### config.mk
export PLATFORM = sky130hd
export DESIGN_NAME = controlUnit
export DESIGN_NICKNAME = d
export VERILOG_FILES = /design/src/rtl/isaPkg.sv /design/src/rtl/ctrlPkg.sv /design/src/rtl/opcodeDecoder.sv /design/src/rtl/stateSequencer.sv /design/src/rtl/controlOutputs.sv /design/src/rtl/controlUnit.sv
export SDC_FILE = /design/constraint.sdc
export NUM_CORES = 1
export LEC_CHECK = 0
export BUFFER_PORTS_ARGS = -buffer_cell sky130_fd_sc_hd__buf_2
export CAP_MARGIN = 10
export CELL_PAD_IN_SITES_DETAIL_PLACEMENT = 2
export CELL_PAD_IN_SITES_GLOBAL_PLACEMENT = 2
export CORE_MARGIN = 1.5
export CORE_UTILIZATION = 21
export DETAILED_ROUTE_END_ITERATION = 8
export HOLD_SLACK_MARGIN = 0.02
export PLACE_DENSITY_LB_ADDON = 0.05
export SLEW_MARGIN = 20
export SYNTH_ARGS = -nofsm -noshare
export SYNTH_HDL_FRONTEND = slang
export SYNTH_SLANG_ARGS = --single-unit
### constraint.sdc
create_clock -name Clock -period 2 [get_ports Clock]
set_input_delay 0.2 -clock Clock [delete_from_list [all_inputs] [get_ports Clock]]
set_output_delay 0.2 -clock Clock [all_outputs]
set_load 0.02 [all_outputs]
### src/rtl/isaPkg.sv
`default_nettype none

package isaPkg;

  localparam int instrWidth = 32;

  typedef logic [5:0] opcodeT;
  typedef logic [5:0] functT;

  localparam opcodeT opRType     = 6'd0;
  localparam opcodeT opJump      = 6'd2;
  localparam opcodeT opBeq       = 6'd4;
  localparam opcodeT opBne       = 6'd5;
  localparam opcodeT opLoadWord  = 6'd35;
  localparam opcodeT opStoreWord = 6'd43;

  localparam functT functNop   = 6'd0;
  localparam functT functBreak = 6'd13;

  typedef struct packed {
    opcodeT     opcode;
    logic [4:0] rs;
    logic [4:0] rt;
    logic [4:0] rd;
    logic [4:0] shamt;
    functT      funct;
  } rFieldsT;

  typedef struct packed {
    opcodeT     opcode;
    logic [4:0] rs;
    logic [4:0] rt;
    logic [instrWidth-$bits(opcodeT)-11:0] immediate; // rest of the word, 16 bits
  } iFieldsT;

  // one instruction register word, two readings
  typedef union packed {
    rFieldsT rFields;
    iFieldsT iFields;
  } instrWordT;

  typedef enum logic [3:0] {
    classRType,
    classNop,
    classHalt,
    classLoad,
    classStore,
    classBeq,
    classBne,
    classJump,
    classUnknown
  } instrClassT;

endpackage

`default_nettype wire

### src/rtl/ctrlPkg.sv
`default_nettype none

package ctrlPkg;

  typedef enum logic [4:0] {
    fetchIssue,
    fetchWait,
    fetchPcLoad,
    irLoad,
    decode,
    lwOperand,
    lwAddress,
    lwRead,
    lwWait1,
    lwWait2,
    lwMdrLoad,
    lwWriteBack,
    swOperand,
    swAddress,
    swWrite,
    rOperand,
    rExecute,
    rWriteBack,
    beqOffset,
    beqTarget,
    beqOperand,
    beqResolve,
    bneOffset,
    bneTarget,
    bneOperand,
    bneResolve,
    halt
  } stateT;

  typedef enum logic [1:0] {
    aluAdd   = 2'd0,
    aluSub   = 2'd1,
    aluFunct = 2'd2, // alu control reads funct
    aluIdle  = 2'd3
  } aluOpT;

  typedef enum logic [1:0] {
    srcBRegB      = 2'd0,
    srcBFour      = 2'd1,
    srcBSignExt   = 2'd2,
    srcBBranchOff = 2'd3  // sign extended, shifted by two
  } aluSrcBT;

  typedef enum logic [1:0] {
    pcFromAlu    = 2'd0,
    pcFromAluOut = 2'd1,
    pcFromJump   = 2'd2
  } pcSourceT;

endpackage

`default_nettype wire

### src/rtl/opcodeDecoder.sv
`timescale 1ns/1ps
`default_nettype none

module opcodeDecoder (
  input  isaPkg::instrWordT  instr,
  output isaPkg::instrClassT instrClass
);

  isaPkg::opcodeT opcode;
  isaPkg::functT  funct;

  assign opcode = instr.iFields.opcode;
  assign funct  = instr.rFields.funct; // only meaningful for opRType

  always_comb begin
    case (opcode)
      isaPkg::opRType: begin
        case (funct)
          isaPkg::functNop:   instrClass = isaPkg::classNop;
          isaPkg::functBreak: instrClass = isaPkg::classHalt;
          default:            instrClass = isaPkg::classRType;
        endcase
      end
      isaPkg::opJump: begin
        instrClass = isaPkg::classJump;
      end
      isaPkg::opBeq: begin
        instrClass = isaPkg::classBeq;
      end
      isaPkg::opBne: begin
        instrClass = isaPkg::classBne;
      end
      isaPkg::opLoadWord: begin
        instrClass = isaPkg::classLoad;
      end
      isaPkg::opStoreWord: begin
        instrClass = isaPkg::classStore;
      end
      default: begin
        instrClass = isaPkg::classUnknown; // back to fetch
      end
    endcase
  end

endmodule

`default_nettype wire

### src/rtl/stateSequencer.sv
`timescale 1ns/1ps
`default_nettype none

module stateSequencer (
  input  logic               Clock,
  input  logic               arstN,
  input  isaPkg::instrClassT instrClass,
  output ctrlPkg::stateT     state
);

  ctrlPkg::stateT nextState;

  always_ff @(posedge Clock or negedge arstN) begin
    if (!arstN) begin
      state <= ctrlPkg::fetchIssue;
    end else begin
      state <= nextState;
    end
  end

  always_comb begin
    nextState = ctrlPkg::fetchIssue;
    case (state)
      ctrlPkg::fetchIssue:  nextState = ctrlPkg::fetchWait;
      ctrlPkg::fetchWait:   nextState = ctrlPkg::fetchPcLoad;
      ctrlPkg::fetchPcLoad: nextState = ctrlPkg::irLoad;
      ctrlPkg::irLoad:      nextState = ctrlPkg::decode;

      ctrlPkg::decode: begin
        case (instrClass)
          isaPkg::classRType: nextState = ctrlPkg::rOperand;
          isaPkg::classLoad:  nextState = ctrlPkg::lwOperand;
          isaPkg::classStore: nextState = ctrlPkg::swOperand;
          isaPkg::classBeq:   nextState = ctrlPkg::beqOffset;
          isaPkg::classBne:   nextState = ctrlPkg::bneOffset;
          isaPkg::classHalt:  nextState = ctrlPkg::halt;
          default:            nextState = ctrlPkg::fetchIssue; // jump, nop, unknown
        endcase
      end

      ctrlPkg::lwOperand:   nextState = ctrlPkg::lwAddress;
      ctrlPkg::lwAddress:   nextState = ctrlPkg::lwRead;
      ctrlPkg::lwRead:      nextState = ctrlPkg::lwWait1;
      ctrlPkg::lwWait1:     nextState = ctrlPkg::lwWait2;
      ctrlPkg::lwWait2:     nextState = ctrlPkg::lwMdrLoad; // memory has answered
      ctrlPkg::lwMdrLoad:   nextState = ctrlPkg::lwWriteBack;
      ctrlPkg::lwWriteBack: nextState = ctrlPkg::fetchIssue;

      ctrlPkg::swOperand:   nextState = ctrlPkg::swAddress;
      ctrlPkg::swAddress:   nextState = ctrlPkg::swWrite;
      ctrlPkg::swWrite:     nextState = ctrlPkg::fetchIssue;

      ctrlPkg::rOperand:    nextState = ctrlPkg::rExecute;
      ctrlPkg::rExecute:    nextState = ctrlPkg::rWriteBack;
      ctrlPkg::rWriteBack:  nextState = ctrlPkg::fetchIssue;

      ctrlPkg::beqOffset:   nextState = ctrlPkg::beqTarget;
      ctrlPkg::beqTarget:   nextState = ctrlPkg::beqOperand;
      ctrlPkg::beqOperand:  nextState = ctrlPkg::beqResolve;
      ctrlPkg::beqResolve:  nextState = ctrlPkg::fetchIssue;

      ctrlPkg::bneOffset:   nextState = ctrlPkg::bneTarget;
      ctrlPkg::bneTarget:   nextState = ctrlPkg::bneOperand;
      ctrlPkg::bneOperand:  nextState = ctrlPkg::bneResolve;
      ctrlPkg::bneResolve:  nextState = ctrlPkg::fetchIssue;

      ctrlPkg::halt:        nextState = ctrlPkg::halt; // left only by reset

      default:              nextState = ctrlPkg::fetchIssue;
    endcase
  end

endmodule

`default_nettype wire

### src/rtl/controlOutputs.sv
`timescale 1ns/1ps
`default_nettype none

module controlOutputs (
  input  ctrlPkg::stateT     state,
  input  isaPkg::instrClassT instrClass,
  output logic               pcWrite,
  output logic               memWrite,
  output logic               irWrite,
  output logic               regWrite,
  output logic               regDst,
  output logic               aluSrcA,
  output logic               memToReg,
  output logic               iOrD,
  output logic               regALoad,
  output logic               regBLoad,
  output logic               aluOutLoad,
  output logic               mdrLoad,
  output logic               pcWriteCond,
  output logic               pcWriteCondNe,
  output ctrlPkg::aluOpT     aluOp,
  output ctrlPkg::aluSrcBT   aluSrcB,
  output ctrlPkg::pcSourceT  pcSource
);

  always_comb begin
    pcWrite       = 1'b0;
    memWrite      = 1'b0;
    irWrite       = 1'b0;
    regWrite      = 1'b0;
    regDst        = 1'b0;
    aluSrcA       = 1'b0;
    memToReg      = 1'b0;
    iOrD          = 1'b0;
    regALoad      = 1'b0;
    regBLoad      = 1'b0;
    aluOutLoad    = 1'b0;
    mdrLoad       = 1'b0;
    pcWriteCond   = 1'b0;
    pcWriteCondNe = 1'b0;
    aluOp         = ctrlPkg::aluIdle;
    aluSrcB       = ctrlPkg::srcBRegB;
    pcSource      = ctrlPkg::pcFromAlu;

    case (state)
      ctrlPkg::fetchIssue: begin
        aluOp      = ctrlPkg::aluAdd; // pc + 4
        aluSrcB    = ctrlPkg::srcBFour;
        aluOutLoad = 1'b1;
      end
      ctrlPkg::fetchPcLoad: begin
        aluOp   = ctrlPkg::aluAdd;
        aluSrcB = ctrlPkg::srcBFour;
        pcWrite = 1'b1;
      end
      ctrlPkg::irLoad: begin
        irWrite = 1'b1;
      end
      ctrlPkg::decode: begin
        if (instrClass == isaPkg::classJump) begin
          pcWrite  = 1'b1;
          pcSource = ctrlPkg::pcFromJump;
        end else if (instrClass == isaPkg::classBeq || instrClass == isaPkg::classBne) begin
          aluSrcB = ctrlPkg::srcBBranchOff;
        end
      end
      ctrlPkg::lwOperand, ctrlPkg::swOperand: begin
        regALoad = 1'b1;
        regBLoad = 1'b1;
      end
      ctrlPkg::lwAddress, ctrlPkg::swAddress: begin
        aluOp      = ctrlPkg::aluAdd; // base + offset
        aluSrcA    = 1'b1;
        aluSrcB    = ctrlPkg::srcBSignExt;
        aluOutLoad = 1'b1;
      end
      ctrlPkg::lwRead, ctrlPkg::lwWait1, ctrlPkg::lwWait2: begin
        iOrD = 1'b1;
      end
      ctrlPkg::lwMdrLoad: begin
        mdrLoad = 1'b1;
      end
      ctrlPkg::lwWriteBack: begin
        regWrite = 1'b1;
        memToReg = 1'b1;
      end
      ctrlPkg::swWrite: begin
        aluOp      = ctrlPkg::aluAdd; // address held steady during the write
        aluSrcA    = 1'b1;
        aluSrcB    = ctrlPkg::srcBSignExt;
        aluOutLoad = 1'b1;
        memWrite   = 1'b1;
        iOrD       = 1'b1;
      end
      ctrlPkg::rOperand: begin
        regDst   = 1'b1;
        regALoad = 1'b1;
        regBLoad = 1'b1;
      end
      ctrlPkg::rExecute, ctrlPkg::rWriteBack: begin
        regDst     = 1'b1;
        aluSrcA    = 1'b1;
        aluOp      = ctrlPkg::aluFunct;
        regALoad   = 1'b1;
        regBLoad   = 1'b1;
        aluOutLoad = 1'b1;
        regWrite   = (state == ctrlPkg::rWriteBack);
      end
      ctrlPkg::beqOffset, ctrlPkg::bneOffset: begin
        aluOp   = ctrlPkg::aluAdd;
        aluSrcB = ctrlPkg::srcBBranchOff;
      end
      ctrlPkg::beqTarget, ctrlPkg::bneTarget: begin
        aluOp      = ctrlPkg::aluAdd; // branch target into aluOut
        aluSrcB    = ctrlPkg::srcBBranchOff;
        aluOutLoad = 1'b1;
      end
      ctrlPkg::beqOperand, ctrlPkg::bneOperand: begin
        aluOp    = ctrlPkg::aluAdd;
        aluSrcB  = ctrlPkg::srcBFour;
        regALoad = 1'b1;
        regBLoad = 1'b1;
      end
      ctrlPkg::beqResolve, ctrlPkg::bneResolve: begin
        aluOp         = ctrlPkg::aluSub; // zero flag decides
        aluSrcA       = 1'b1;
        pcSource      = ctrlPkg::pcFromAluOut;
        pcWriteCond   = (state == ctrlPkg::beqResolve);
        pcWriteCondNe = (state == ctrlPkg::bneResolve);
      end
      default: begin
      end
    endcase
  end

endmodule

`default_nettype wire

### src/rtl/controlUnit.sv
`timescale 1ns/1ps
`default_nettype none

module controlUnit (
  input  logic              Clock,
  input  logic              arstN,
  input  isaPkg::instrWordT instr,
  output ctrlPkg::stateT    state,
  output logic              pcWrite,
  output logic              memWrite,
  output logic              irWrite,
  output logic              regWrite,
  output logic              regDst,
  output logic              aluSrcA,
  output logic              memToReg,
  output logic              iOrD,
  output logic              regALoad,
  output logic              regBLoad,
  output logic              aluOutLoad,
  output logic              mdrLoad,
  output logic              pcWriteCond,
  output logic              pcWriteCondNe,
  output ctrlPkg::aluOpT    aluOp,
  output ctrlPkg::aluSrcBT  aluSrcB,
  output ctrlPkg::pcSourceT pcSource
);

  isaPkg::instrClassT instrClass; // valid while state is decode

  opcodeDecoder decoder0 (
    .instr      (instr),
    .instrClass (instrClass)
  );

  stateSequencer sequencer0 (
    .Clock      (Clock),
    .arstN      (arstN),
    .instrClass (instrClass),
    .state      (state)
  );

  controlOutputs outputs0 (
    .state         (state),
    .instrClass    (instrClass),
    .pcWrite       (pcWrite),
    .memWrite      (memWrite),
    .irWrite       (irWrite),
    .regWrite      (regWrite),
    .regDst        (regDst),
    .aluSrcA       (aluSrcA),
    .memToReg      (memToReg),
    .iOrD          (iOrD),
    .regALoad      (regALoad),
    .regBLoad      (regBLoad),
    .aluOutLoad    (aluOutLoad),
    .mdrLoad       (mdrLoad),
    .pcWriteCond   (pcWriteCond),
    .pcWriteCondNe (pcWriteCondNe),
    .aluOp         (aluOp),
    .aluSrcB       (aluSrcB),
    .pcSource      (pcSource)
  );

endmodule

`default_nettype wire

==> results summary <==
The delay of the slowest cell on the worst path came out at 0.37 ns. The portion of the post-synthesis area used by sequential elements is 12.99%. The total I/O pin count came out at 59. Of the cells placed in the final design, the portion with a size suffix greater than 1 is 35.26%. The number of H-tree levels came out at 1. The row count came out at 24.

For flop-to-flop paths, the worst setup slack is 0.20 ns. The residual DRC count came out at 0. Cells fill 30.68% of the core in the end.

The termination of the worst setup path is aluSrcB[1]. Clock tree synthesis inserted a total of 3 buffers. The number of nets with antenna violations after routing is 0. The chip height is 70.73 um. The netlist area before placement came out at 963.4 um2. The maximum clock frequency is 0.5127 GHz.

The synthesized net count is 181. In the global route stage, overall resource usage came out at 16.35%. The worst-case clock buffer depth is 2. The die span in x came out at 70.73 um. The clock latency on the worst-skew pair is 0.22 ns. The worst-margin pin slew is 0.5062 ns. The area growth from synthesis to layout came out at 39.61%. The power density over the cells is 1500 nW/um2. The buffering stage count on the worst path with inverters included came out at 2. The worst setup skew after layout came out at 0.002472 ns.

In this run, distinct cell masters in the synthesized netlist total 46. The path type of the worst min-delay path is primary input to async pin. The most numerous cell type found on the critical path is buf_4. The worst setup path is launched from a register. The first-pass iteration count of the detailed router is 4. The max-capacitance violation count came out at 0. In this run the worst path has a maximum fanout of 5. The final-report max-slew violation count was 0.

The tree is rooted in a clkbuf_8. The worst setup path is of the register to output pin kind. The sum of routed wire length over all layers is 4.002 mm. The floorplan die area is 5003 um2. The critical path goes through nand2b_1, nor4_2, buf_4, o211ai_1, o221ai_1, buf_4. The data required time at the worst endpoint is 1.80 ns. The count of warnings emitted by yosys came out at 0. TritonCTS built the clock tree. The slowest cell on the critical path is dfrtp_1. Entering global routing, the biggest net connects 24 pins. In the synthesized netlist the async set-or-reset flop fraction comes to 100.0%. The weighted congestion reported at the end of routability-driven placement is 0.7769.

In this run the critical register-to-register path is captured at sequencer0.state[3]. In the synthesized netlist the dominant register cell turns out to be dfrtp_1. 0 antenna diodes ended up in the layout.

sequencer0.state holds more flip-flops than any other register. Fill cells in the final layout number 552. The number of enable flip-flop cells after synthesis came out at 0.

The total congestion overflow after global routing came out at 0. The worst path needs 1.950 ns of the cycle, external delays included. Headroom to the max-slew limit came out at 66.11%.

In the final layout, the registers with the most flip-flops are sequencer0.state (5). The number of failing setup endpoints in the final timing report is 0. Counting buffers and inverters, the worst setup path is 6 cells deep. Dividing the detail-routed via count by the number of cells gives 5.298. The number of flip-flops in the largest register is 5. The clock-pin transition on the worst setup and hold timing paths is 0.03 ns.

The net total in the final layout is 225. The ratio of final minimum period to clock period came out at 97.52%. The starting density of the core came out at 21.97%. In this run the static leakage power is 0.0005815 uW. Port buffering added 38 buffers. Across all layers, the routed design uses 1282 vias.

The most critical setup path has its startpoint at sequencer0.state[3]. The logic depth of the worst register-to-register path is 5. The number of antenna violations at the first check in global routing came out at 0.

The HPWL after detailed placement came out at 3.138 mm. In this run the standard cell core region covers 4384 um2. The number of clock sinks seen by CTS is 5. The number of DRC markers after the initial detailed-route iteration is 19. The flow ran to the end, and the final reports show no timing, DRC or antenna violations.

The arrival time of the worst setup path is 1.75 ns. The synthesized design contains 5 register bits. Setup repair after global routing could not meet its margin everywhere. The wire length of the first global-routing pass is 6.603 mm. The kind of cell adding the most delay to the critical path is compound AO/OA/AOI/OAI gates. The instance count of the mapped netlist is 147. STA classifies the critical path endpoint as an output pin. The worst register-to-register path begins at sequencer0.state[1]. The wire length per cell is 16.54 um. The worst voltage drop across the vdd grid is 0.5010 mV. The final hold violation count came out at 0.

A synthesized cell averages 6.554 um2. The number of global-route vias before repair is 1271. The tightest hold path in the finished design has a slack of 0.3333 ns.
what timing repair did:
item	in CTS	in global routing
setup buffers	1	0
endpoints found under the setup margin	3	7
pin swaps	3	1
hold buffers	1	0
endpoints found under the hold margin	5	0
gates resized for setup	2	7
layout make-up:
cell class | count | area, um2 | area share [%]
clock buffers | 4 | 45.04 | 3.349
inverters | 3 | 11.26 | 0.8372
flip-flops and latches | 5 | 125.1 | 9.302
well taps | 52 | 65.06 | 4.837
multi-input cells | 125 | 784.5 | 58.33
repair buffers | 53 | 314.1 | 23.35
worst min path at each step:
stage / from / slack, ns / endpoint
after floorplan: arstN / -0.1 / sequencer0.state[0]
after global placement: arstN / 0.02 / sequencer0.state[0]
final: arstN / 0.33 / sequencer0.state[2]
after global routing: arstN / 0.37 / sequencer0.state[2]
after CTS: arstN / 0.33 / sequencer0.state[2]
after detailed placement: arstN / 0.02 / sequencer0.state[0]
cell usage in the layout (no fill, tap or decap), types with 2 or more instances in the layout:
master,synthesis,layout
a21oi_1,11,11
a2bb2oi_1,2,2
a31oi_1,2,2
buf_2,4,36
buf_4,1,15
clkbuf_8,0,3
dfrtp_1,5,5
inv_1,3,3
nand2_1,13,13
nand2b_1,5,4
nand3_1,7,7
nor2_1,18,18
nor2b_1,5,3
nor2b_2,0,2
nor3_1,10,10
nor4_1,3,2
o21a_1,3,3
o21ai_0,5,5
o221ai_1,3,3
o22ai_1,4,3
o32ai_1,2,2
or2_2,3,3
or3_1,4,4
xnor2_1,2,2
xor2_1,2,2
kinds of logic (layout without fill, tap and decap cells):
group	after synthesis	after routing	share of synthesized area (%)
flip-flops	5	5	12.99
buffers and inverters	17	60	8.312
XOR/XNOR	4	4	3.637
adder cells (fa/ha/maj)	1	1	1.039
AND/OR/NAND/NOR	74	74	39.22
multiplexers	1	1	1.039
AO/OA/AOI/OAI	45	45	33.77
routing by layer:
| metal | track usage, % | vias to the layer above | wire (um) |
|---|---|---|---|
| li1 | - | 631 | - |
| met5 | 0 | - | 0 |
| met1 | 23.21 | 624 | 1926 |
| met3 | 1.140 | 4 | 96 |
| met4 | 3.774 | 0 | 25 |
| met2 | 27.10 | 23 | 1953 |
power by group:
group          leakage, uW  internal (uW)  switching [uW]  total [uW]
clock network    0.0000228            137            48.3         185
registers        0.0000639            146            31.6         178
logic             0.000495            618            1040        1650
total             0.000581            901            1120        2020
synthesized netlist by cell type (2+ instances only):
master | number | share of area [%]
nand3_1 | 7 | 3.6
a21oi_1 | 11 | 5.7
nor4_1 | 3 | 1.9
o21ai_0 | 5 | 2.6
o221ai_1 | 3 | 2.7
nand2_1 | 13 | 5.1
o22ai_1 | 4 | 2.6
or3_1 | 4 | 2.6
nor2b_1 | 5 | 3.2
a2bb2oi_1 | 2 | 1.8
a31oi_1 | 2 | 1.3
buf_1 | 3 | 1.2
nor2_1 | 18 | 7.0
xnor2_1 | 2 | 1.8
a211oi_1 | 2 | 1.6
clkbuf_1 | 5 | 1.9
nand2b_1 | 5 | 3.2
o21a_1 | 3 | 2.3
xor2_1 | 2 | 1.8
inv_1 | 3 | 1.2
dfrtp_1 | 5 | 13
buf_2 | 4 | 2.1
nor3_1 | 10 | 5.2
o32ai_1 | 2 | 1.8
or2_2 | 3 | 1.9
through the flow:
step	area [um2]	power, uW	setup slack (ns)	setup TNS [ns]	std cells
after floorplan	969.7	1288	0.02413	0	147
after detailed placement	1254	1799	0.1224	0	236
after global placement	1254	1762	0.1386	0	236
after CTS	1325	2009	-0.001448	-0.001448	242
after global routing	1345	2206	-0.06775	-0.1680	242
final	1345	2017	0.04950	0	242
worst reg2reg max path: stages (launching register included):
cell       delay [ns]
dfrtp_1          0.39
buf_4            0.20
or4b_4           0.58
a2111oi_4        0.31
a31oi_1          0.12
o21ai_1          0.11
Power figures use the tool's default switching activity.
